### config.mk
export PLATFORM = sky130hd
export DESIGN_NAME = bpc_state_gen
export DESIGN_NICKNAME = d
export VERILOG_FILES = /design/src/source/bpc_pkg.sv /design/src/source/bpc_state_gen.sv /design/src/source/coeff_state_lane.sv /design/src/source/stripe_capture.sv /design/src/source/top_plane_table.sv
export SDC_FILE = /design/constraint.sdc
export NUM_CORES = 1
export LEC_CHECK = 0
export BUFFER_PORTS_ARGS = -buffer_cell sky130_fd_sc_hd__buf_2
export CAP_MARGIN = 20
export CELL_PAD_IN_SITES_DETAIL_PLACEMENT = 0
export CELL_PAD_IN_SITES_GLOBAL_PLACEMENT = 1
export CORE_MARGIN = 2
export CORE_UTILIZATION = 47
export CTS_CLUSTER_DIAMETER = 80
export CTS_CLUSTER_SIZE = 12
export DETAILED_ROUTE_END_ITERATION = 12
export PLACE_DENSITY = 0.76
export SLEW_MARGIN = 5
export SYNTH_ARGS = -nofsm -noshare
export SYNTH_HDL_FRONTEND = slang
export SYNTH_SLANG_ARGS = --single-unit
### constraint.sdc
create_clock -name clk_rc -period 2.7 [get_ports clk_rc]
set_input_delay 0.27 -clock clk_rc [delete_from_list [all_inputs] [get_ports clk_rc]]
set_output_delay 0.27 -clock clk_rc [all_outputs]
set_load 0.05 [all_outputs]
### src/source/bpc_pkg.sv
package bpc_pkg;

    // stripe column geometry
    localparam int LANES   = 4;
    localparam int COEFF_W = 17;
    localparam int MAG_W   = 16;
    localparam int PLANE_W = 4;

    // planes below this carry no magnitude bit
    localparam int MIN_CODED_PLANE = 4;
    // refinement needs the leading one at least this high
    localparam int GAMMA_MIN_MSB   = 6;
    // stored count to top coded plane
    localparam int TOP_PLANE_OFFSET = 3;

    // subband selector fields
    localparam int LEVEL_W = 3;
    localparam int COMP_W  = 2;
    localparam int BAND_W  = 2;
    localparam int SEL_W   = LEVEL_W + COMP_W + BAND_W;
    localparam int TABLE_DEPTH = 2 ** SEL_W;

    // only the coarsest level owns an LL band
    localparam int TOP_LEVEL = 4;
    // Y, U, V
    localparam int NUM_COMPS = 3;

    // sign-magnitude coefficient, sign on top
    typedef struct packed {
        logic             sign;
        logic [MAG_W-1:0] mag;
    } coeff_t;

    typedef logic [PLANE_W-1:0] plane_t;

    // per-coefficient state for the current plane
    typedef struct packed {
        logic sign;
        logic mag;
        logic gamma;
        logic sigma;
    } lane_state_t;

    // band: 0 ll, 1 hl, 2 lh, 3 hh
    typedef struct packed {
        logic [LEVEL_W-1:0] level;
        logic [COMP_W-1:0]  comp;
        logic [BAND_W-1:0]  band;
    } band_fields_t;

    // decoded fields for validation, flat word as table address
    typedef union packed {
        band_fields_t     f;
        logic [SEL_W-1:0] addr;
    } band_sel_u;

endpackage

### src/source/bpc_state_gen.sv
`timescale 1ns/1ps
module bpc_state_gen (
    input  logic                 clk_rc,
    input  logic                 rst,
    input  logic                 clk_sg,
    input  logic                 stall_vld,
    input  bpc_pkg::coeff_t      coeff_in   [bpc_pkg::LANES],
    input  bpc_pkg::plane_t      bit_plane,
    input  bpc_pkg::band_sel_u   sel,
    input  logic                 cnt_wr_en,
    input  bpc_pkg::band_sel_u   cnt_wr_addr,
    input  bpc_pkg::plane_t      cnt_wr_data,
    output bpc_pkg::lane_state_t lane_state [bpc_pkg::LANES],
    output bpc_pkg::plane_t      top_plane
);

    // column held between coder clock strobes
    bpc_pkg::coeff_t coeff_held [bpc_pkg::LANES];

    stripe_capture u_capture (
        .clk_rc     (clk_rc),
        .rst        (rst),
        .clk_sg     (clk_sg),
        .stall_vld  (stall_vld),
        .coeff_in   (coeff_in),
        .coeff_held (coeff_held)
    );

    // all lanes see the same plane, so the plane can sweep under one column
    for (genvar g = 0; g < bpc_pkg::LANES; g++) begin : g_lane
        coeff_state_lane u_lane (
            .coeff     (coeff_held[g]),
            .bit_plane (bit_plane),
            .state     (lane_state[g])
        );
    end

    top_plane_table u_table (
        .clk_rc      (clk_rc),
        .rst         (rst),
        .cnt_wr_en   (cnt_wr_en),
        .cnt_wr_addr (cnt_wr_addr),
        .cnt_wr_data (cnt_wr_data),
        .sel         (sel),
        .top_plane   (top_plane)
    );

endmodule

### src/source/coeff_state_lane.sv
`timescale 1ns/1ps
module coeff_state_lane (
    input  bpc_pkg::coeff_t      coeff,
    input  bpc_pkg::plane_t      bit_plane,
    output bpc_pkg::lane_state_t state
);

    bpc_pkg::plane_t msb_pos;
    bpc_pkg::plane_t refine_limit;
    logic            coded_plane;
    logic            sigma_bit;
    logic            mag_bit;
    logic            gamma_bit;

    // leading one of the magnitude
    // ones below the lowest coded plane are ignored and read as 0
    always_comb begin
        msb_pos = '0;
        for (int i = bpc_pkg::MIN_CODED_PLANE; i < bpc_pkg::MAG_W; i++) begin
            if (coeff.mag[i]) begin
                msb_pos = bpc_pkg::plane_t'(i);
            end
        end
    end

    // already significant once the scan is below the leading one
    assign sigma_bit = (bit_plane < msb_pos);

    assign coded_plane = (bit_plane >= bpc_pkg::plane_t'(bpc_pkg::MIN_CODED_PLANE));

    always_comb begin
        if (coded_plane) begin
            mag_bit = coeff.mag[bit_plane];
        end else begin
            mag_bit = 1'b0;
        end
    end

    // first two planes under the leading one are not refinement yet
    assign refine_limit = msb_pos - bpc_pkg::plane_t'(2);

    always_comb begin
        if (msb_pos < bpc_pkg::plane_t'(bpc_pkg::GAMMA_MIN_MSB)) begin
            gamma_bit = 1'b0;
        end else if (bit_plane > refine_limit) begin
            gamma_bit = 1'b0;
        end else begin
            gamma_bit = 1'b1;
        end
    end

    always_comb begin
        state.sign  = coeff.sign;
        state.mag   = mag_bit;
        state.gamma = gamma_bit;
        state.sigma = sigma_bit;
    end

endmodule

### src/source/stripe_capture.sv
`timescale 1ns/1ps
module stripe_capture (
    input  logic            clk_rc,
    input  logic            rst,
    input  logic            clk_sg,
    input  logic            stall_vld,
    input  bpc_pkg::coeff_t coeff_in   [bpc_pkg::LANES],
    output bpc_pkg::coeff_t coeff_held [bpc_pkg::LANES]
);

    logic clk_sg_q;
    logic cap_strobe;
    logic load_en;

    // slow coder clock sampled as plain data in the clk_rc domain
    always_ff @(posedge clk_rc or negedge rst) begin
        if (!rst) begin
            clk_sg_q <= 1'b0;
        end else begin
            clk_sg_q <= clk_sg;
        end
    end

    // one clk_rc cycle wide, on the low to high step of clk_sg
    assign cap_strobe = clk_sg & ~clk_sg_q;

    // a stalled strobe is dropped, not deferred
    assign load_en = cap_strobe & ~stall_vld;

    always_ff @(posedge clk_rc or negedge rst) begin
        if (!rst) begin
            for (int i = 0; i < bpc_pkg::LANES; i++) begin
                coeff_held[i] <= '0;
            end
        end else if (load_en) begin
            for (int i = 0; i < bpc_pkg::LANES; i++) begin
                coeff_held[i] <= coeff_in[i];
            end
        end
    end

endmodule

### src/source/top_plane_table.sv
`timescale 1ns/1ps
module top_plane_table (
    input  logic               clk_rc,
    input  logic               rst,
    input  logic               cnt_wr_en,
    input  bpc_pkg::band_sel_u cnt_wr_addr,
    input  bpc_pkg::plane_t    cnt_wr_data,
    input  bpc_pkg::band_sel_u sel,
    output bpc_pkg::plane_t    top_plane
);

    // per-subband counts, one entry per flat selector value
    bpc_pkg::plane_t cnt_mem [bpc_pkg::TABLE_DEPTH];

    logic            comp_ok;
    logic            top_level;
    logic            detail_band;
    logic            sel_valid;
    bpc_pkg::plane_t cnt_rd;

    always_ff @(posedge clk_rc or negedge rst) begin
        if (!rst) begin
            for (int i = 0; i < bpc_pkg::TABLE_DEPTH; i++) begin
                cnt_mem[i] <= '0;
            end
        end else if (cnt_wr_en) begin
            cnt_mem[cnt_wr_addr.addr] <= cnt_wr_data;
        end
    end

    // Y, U, V only
    assign comp_ok = (sel.f.comp < bpc_pkg::COMP_W'(bpc_pkg::NUM_COMPS));

    // coarsest level takes all four bands including LL
    assign top_level = (sel.f.level == bpc_pkg::LEVEL_W'(bpc_pkg::TOP_LEVEL));

    // finer levels have no LL, band 0 is empty there
    assign detail_band = (sel.f.level < bpc_pkg::LEVEL_W'(bpc_pkg::TOP_LEVEL))
                       && (sel.f.band != '0);

    assign sel_valid = comp_ok && (top_level || detail_band);

    assign cnt_rd = cnt_mem[sel.addr];

    // sum wraps in four bits
    always_comb begin
        if (sel_valid) begin
            top_plane = cnt_rd + bpc_pkg::plane_t'(bpc_pkg::TOP_PLANE_OFFSET);
        end else begin
            top_plane = '0;
        end
    end

endmodule

Word level (Yosys, flattened, before mapping)

Index checks and enable logic that the tools add are counted.

Flip-flop bits (word level): 581
Input port bits: 95
Output and inout bits: 20
Logic and storage cells: 248

$add $sub $neg: 5
$lt $le $gt $ge: 19
Equal/unequal tests: 1
Multiplexer cells: 75
Bitwise operators: 6
Reduce and logical (&&, ||, !) cells: 5

Operator list:

| operator                                                                      | count |
|---|---|
| 512-bit bitwise mux                                                           | 1 |
| 4-bit 2-to-1 mux                                                              | 36 |
| 3-bit 2-to-1 mux                                                              | 16 |
| 4-bit binary-select mux with 7-bit select                                     | 1 |
| 4-bit demux with 7-bit select                                                 | 1 |
| 1-bit binary-select mux with 4-bit select                                     | 4 |
| 8-bit >= comparator (second input constant)                                   | 2 |
| 4-bit greater-than comparator                                                 | 4 |
| 4-bit by 3-bit less-than comparator with 1-bit output (second input constant) | 4 |
| 4-bit less-than comparator                                                    | 4 |
| 1-bit 2-to-1 mux                                                              | 16 |
| 7-bit NOT with 8-bit output                                                   | 2 |
| 4-bit by 2-bit subtractor with 4-bit output (second input constant)           | 4 |
| 8-bit by 1-bit less-than comparator with 1-bit output (second input constant) | 1 |
| 4-bit by 5-bit less-than comparator with 1-bit output (second input constant) | 1 |
| 4-bit by 2-bit adder with 4-bit output (second input constant)                | 1 |
| 4-bit by 3-bit >= comparator with 1-bit output (second input constant)        | 1 |
| 3-bit equality test (second input constant)                                   | 1 |
| 1-bit logical AND                                                             | 3 |
| 3-bit less-than comparator (second input constant)                            | 1 |
| 1-bit bitwise AND                                                             | 2 |
| 2-bit less-than comparator (second input constant)                            | 1 |
| 1-bit NOT                                                                     | 2 |
| 2-bit nonzero test                                                            | 1 |
| 1-bit logical OR                                                              | 1 |

Longest topological paths before layout

Depth after elaboration: 16
Mapped depth: 15
Depth with buffers taken out: 14

Hierarchy

From an unflattened synthesis, not the netlist that was laid out.

Cells, all modules: 1997
Area total of the unflattened synthesis: 28238.3 sq um

Modules (own cells, without submodules):

| module           | times used | cells each | area an instance (sq um) | sequential area each (sq um) |
|---|---|---|---|---|
| top_plane_table  | 1          | 1608       | 23886.7                  | 12812.3 |
| stripe_capture   | 1          | 145        | 2555.0                   | 1726.7 |
| coeff_state_lane | 4          | 61         | 449.2                    | 0.0 |

Worst setup path before layout

No wires, ideal clock.

Path kind: input to output
Start point: input port sel[0] (netlist name)
End point: output port top_plane[1]
Arrival: 2.907 ns
Data required time: 2.430 ns
Slack: -0.477 ns
Stages: 9
Buffers on the path: 2
Cells stage by stage: buf_6 buf_2 mux4_2 mux4_2 o21ai_0 a21oi_1 o32ai_4 ha_1 nor2_1

Cells in the longest elaborated chain, start to end: 6
Elaborated cells on any way between the ends: 10
Classes of those cells: add/sub (1); mux (4); bitwise (1); reduce/logical (4)

RTL lines:

| item                                                | line                  | source |
|---|---|---|
| start: declaration                                  | bpc_state_gen.sv:9    | `input bpc_pkg::band_sel_u sel,` |
| 7-bit NOT with 8-bit output (implied by the code)   | top_plane_table.sv:43 | `assign cnt_rd = cnt_mem[sel.addr];` |
| 4-bit binary-select mux with 7-bit select           | top_plane_table.sv:43 |  |
| 4-bit 2-to-1 mux (implied by the code) (2 in a row) | top_plane_table.sv:43 |  |
| 4-bit by 2-bit adder with 4-bit output              | top_plane_table.sv:48 | `top_plane = cnt_rd + bpc_pkg::plane_t'(bpc_pkg::TOP_PLANE_OFFSET);` |
| 4-bit 2-to-1 mux *                                  | top_plane_table.sv:47 | `if (sel_valid) begin` |
| end: declaration                                    | bpc_state_gen.sv:14   | `output bpc_pkg::plane_t top_plane` |

Mark *: on every way between the ends. The rest lies on a longest branch, timed or not. The select of a mux whose other input is x is not followed.

Worst setup path in the final report

Start point: register u_table.cnt_mem[342] (netlist name)
End point: output port top_plane[3]

Cells in the longest elaborated chain, start to end: 5

RTL lines:

| item                                                | line                  | source |
|---|---|---|
| start: declaration                                  | top_plane_table.sv:13 | `bpc_pkg::plane_t cnt_mem [bpc_pkg::TABLE_DEPTH];` |
| start signal: indexed assignment                    | top_plane_table.sv:27 | `cnt_mem[cnt_wr_addr.addr] <= cnt_wr_data;` |
| 4-bit binary-select mux with 7-bit select           | top_plane_table.sv:43 |  |
| 4-bit 2-to-1 mux (implied by the code) (2 in a row) | top_plane_table.sv:43 |  |
| 4-bit by 2-bit adder with 4-bit output              | top_plane_table.sv:48 |  |
| 4-bit 2-to-1 mux                                    | top_plane_table.sv:47 |  |

No other way between the ends. The select of a mux whose other input is x is not followed.

==> metrics.yaml <==
area_growth_pct: 17.6
crit_path_start: "u_table.cnt_mem[342]$_DFFE_PN0P_"
drc_errors: 0
worst_path_most_repeated_cell: "sky130_fd_sc_hd__mux4_2"
grt-ovfl-total: 0
reg2reg_depth: 3
drv_slew: 0
count_of_routing_violations_after_the_opening_detailed_route_iteration: 955
final_hold_viols: 0
postSynthRegisterBits: 565
regToRegSetupSlack_ps: 990
synth_top_cell_by_area: "sky130_fd_sc_hd__dfrtp_1"
timing.max_slew.rel_slack_pct: 52.0
place.gp.congestion: 0.849
rsz0062_at_grt: "true"
synth.most_common_cell: "sky130_fd_sc_hd__dfrtp_1"
core_region_area_um2: 57600
cap_viol_max_count: 0
synth.lib_cells_used.distinct: 43
drive_gt1_share_pct: 52.4
crit_fanout: 2
fp.dieH_um: 245
ys.flop_type: "sky130_fd_sc_hd__dfrtp_1"
leakage_nw: 14.9
vdd_drop_max_mv: 0.522
number_of_global_route_vias_before_repair: 18200
critPathLaunchType: "flop"
place_inst: 2760
grt_use_total_pct: 23.3
proportion_of_synthesized_chip_area_in_sequential_cells_pct: 51.7
rows: 88
numClockSinks: 565
multiInputGateArea_um2: 13000
clockRootBuffer: "sky130_fd_sc_hd__clkbuf_16"
terminus_of_the_critical_flop_to_flop_path: "u_capture.coeff_held[7]$_DFFE_PN0P_"
nFillCells: 4545
htree_levels: 2
fp.dieW_um: 245
drt_first_pass_iters: 5
first_pass_grt_wire_length_um: 108000
layout.nets: 2253
fin_crit_ps: 3400
power.density_nw_per_um2: 623
post_synth_most_frequent_cells: "sky130_fd_sc_hd__dfrtp_1 (565), sky130_fd_sc_hd__mux2_2 (561), sky130_fd_sc_hd__mux4_2 (154)"
synth.area.top_cells: "sky130_fd_sc_hd__dfrtp_1 (52%), sky130_fd_sc_hd__mux2_2 (23%), sky130_fd_sc_hd__mux4_2 (13%)"
postSynthAreaPerCell_um2: 14.4
cp.arrival_ps: 3130
setup.worst_path.class: "flop to output port"
utilization_pct: 55.9
top_level_pins: 115
number_of_synthesized_flops_with_an_enable_pin: 0
postSynthCellCount: 1895
setup_slack_ps: -703
yosysWarningCount: 0
vias_per_cell: 5.86
status: "finished with violations"
cts.path.max_buffers: 3
clk_pin_slew_worst_setup_hold_paths_ps: 60
cts_tree: "done"
final-seq-area_um2: 14100
setup.worst_path.end: "top_plane[3]"
grt_start_max_net_pins: 129
die-area_um2: 60200
antenna_left: 0
clock-skew-final_ps: 9.17
achievable-frequency_mhz: 294
finalWirelength_um: 68900
mapped_cell_area_um2: 27400
critical-path-max-stage-delay_ps: 540
antenna_found_initial: 3
setup-violations-final: 12
synthArstFlopShare_pct: 100
critical_path_required_ps: 2430
timing.final.crit_share_pct: 126
crit_path_cell_trace: "mux4_2 > mux4_2 > a211oi_1 > buf_4 > a22o_4 > a21oi_2 > mux2_4 > buf_6"
synth.top_cell.area_share_pct: 51.7
numCtsBuffers: 53
initial_core_utilization_pct: 47.5
syn_nets: 2024
crit_path_end_kind: "output port"
wire_per_inst_um: 23.8
critical_path.slowest_cell: "sky130_fd_sc_hd__mux4_2"
via_count: 17000
failed_checks: "negative setup slack"
hpwl_um: 46300
clock_insertion_delay_worst_skew_ps: 610
worst_slew_pin_slew_ps: 719
worstReg2RegStart: "u_capture.clk_sg_q$_DFF_PN0_"
place_ws_ps: -587
port_buffer_cells: 98
post_layout_nonfiller_instances: 2896
holdCritPathClass: "input pin to asynchronous set/reset pin"
-- how the worst min path moves through the flow --
stage / endpoint / slack, ps
floorplan: u_capture.clk_sg_q$_DFF_PN0_ / -30
global placement: u_table.cnt_mem[71]$_DFFE_PN0P_ / 260
detailed placement: u_table.cnt_mem[31]$_DFFE_PN0P_ / 260
CTS: u_table.cnt_mem[30]$_DFFE_PN0P_ / 220
global route: u_table.cnt_mem[48]$_DFFE_PN0P_ / 250
finish: u_table.cnt_mem[48]$_DFFE_PN0P_ / 230
-- through the flow --
step	cell area, um2	power [W]	TNS (ps)	hold slack, ps
floorplan	27400	0.0118	-178	-25.6
CTS	31900	0.0200	-5090	222
detailed placement	29500	0.0130	-2340	262
global placement	29500	0.0128	-2040	255
finish	32200	0.0200	-5120	230
global route	32200	0.0209	-6660	255
-- layer usage --
layer  GRT usage [%]  up-vias  share of wire [%]
met5               0        -              0.023
met4            8.91        2                3.8
met3            3.72      146                4.5
met2            37.7      362                 48
met1            31.9     9040                 44
li1                -     7427                  -
-- report_power, final --
part	total [W]	internal, W	switching, W
combinational	0.00355	0.00185	0.00170
clock	0.00676	0.00365	0.00310
sequential	0.00974	0.00924	0.000497
-- final cells by class --
cell class / count / share of cell area [%]
Timing Repair Buffer: 309 / 8.04
Clock buffer: 57 / 4.26
Antenna cell: 1 / 0.00777
Tap cell: 765 / 2.97
Inverter: 19 / 0.245
Sequential cell: 565 / 43.9
Multi-Input combinational cell: 1176 / 40.3
Clock inverter: 4 / 0.221
-- placed cells by master (no fill, tap or decap), types with 19 or more instances in the layout --
cell type and count:
sky130_fd_sc_hd__buf_2 78, sky130_fd_sc_hd__buf_4 139, sky130_fd_sc_hd__clkbuf_16 53, sky130_fd_sc_hd__dfrtp_1 561, sky130_fd_sc_hd__dlygate4sd3_1 54, sky130_fd_sc_hd__ha_1 19, sky130_fd_sc_hd__mux2_2 561, sky130_fd_sc_hd__mux2i_1 30
sky130_fd_sc_hd__mux4_2 154, sky130_fd_sc_hd__nand2_1 117, sky130_fd_sc_hd__nor2_1 74
-- worst max-delay path, delay by kind of cell, from the launching register on --
family,cells,cell delay [ps]
compound gates,3,460
buf+inv,2,320
flops,1,400
mux,3,1330
-- kinds of logic (layout without fill, tap and decap cells) --
kind of cell | count (synthesis) | after routing | share of synthesized area (%)
AOI/OAI and AO/OA | 97 | 97 | 2.32
xor gates and xnor gates | 5 | 5 | 0.160
other | 0 | 1 | 0
DFF | 565 | 565 | 51.7
buffers and inverters | 154 | 389 | 2.64
muxes | 747 | 747 | 36.9
adders and majority gates | 34 | 34 | 1.55
and+or+nand+nor | 293 | 293 | 4.74
-- what timing repair did --
action,CTS,global route
hold buffers,54,0
buffers inserted,12,8
pin swaps,24,34
gates resized for setup,76,51
setup endpoints to repair,12,12
endpoints found under the hold margin,99,0
-- flip-flops by register name, summed over array words and instances (netlist names) --
name                  cells
u_capture.coeff_held     52
u_capture.clk_sg_q        1
u_table.cnt_mem         512
Power figures use the tool's default switching activity.
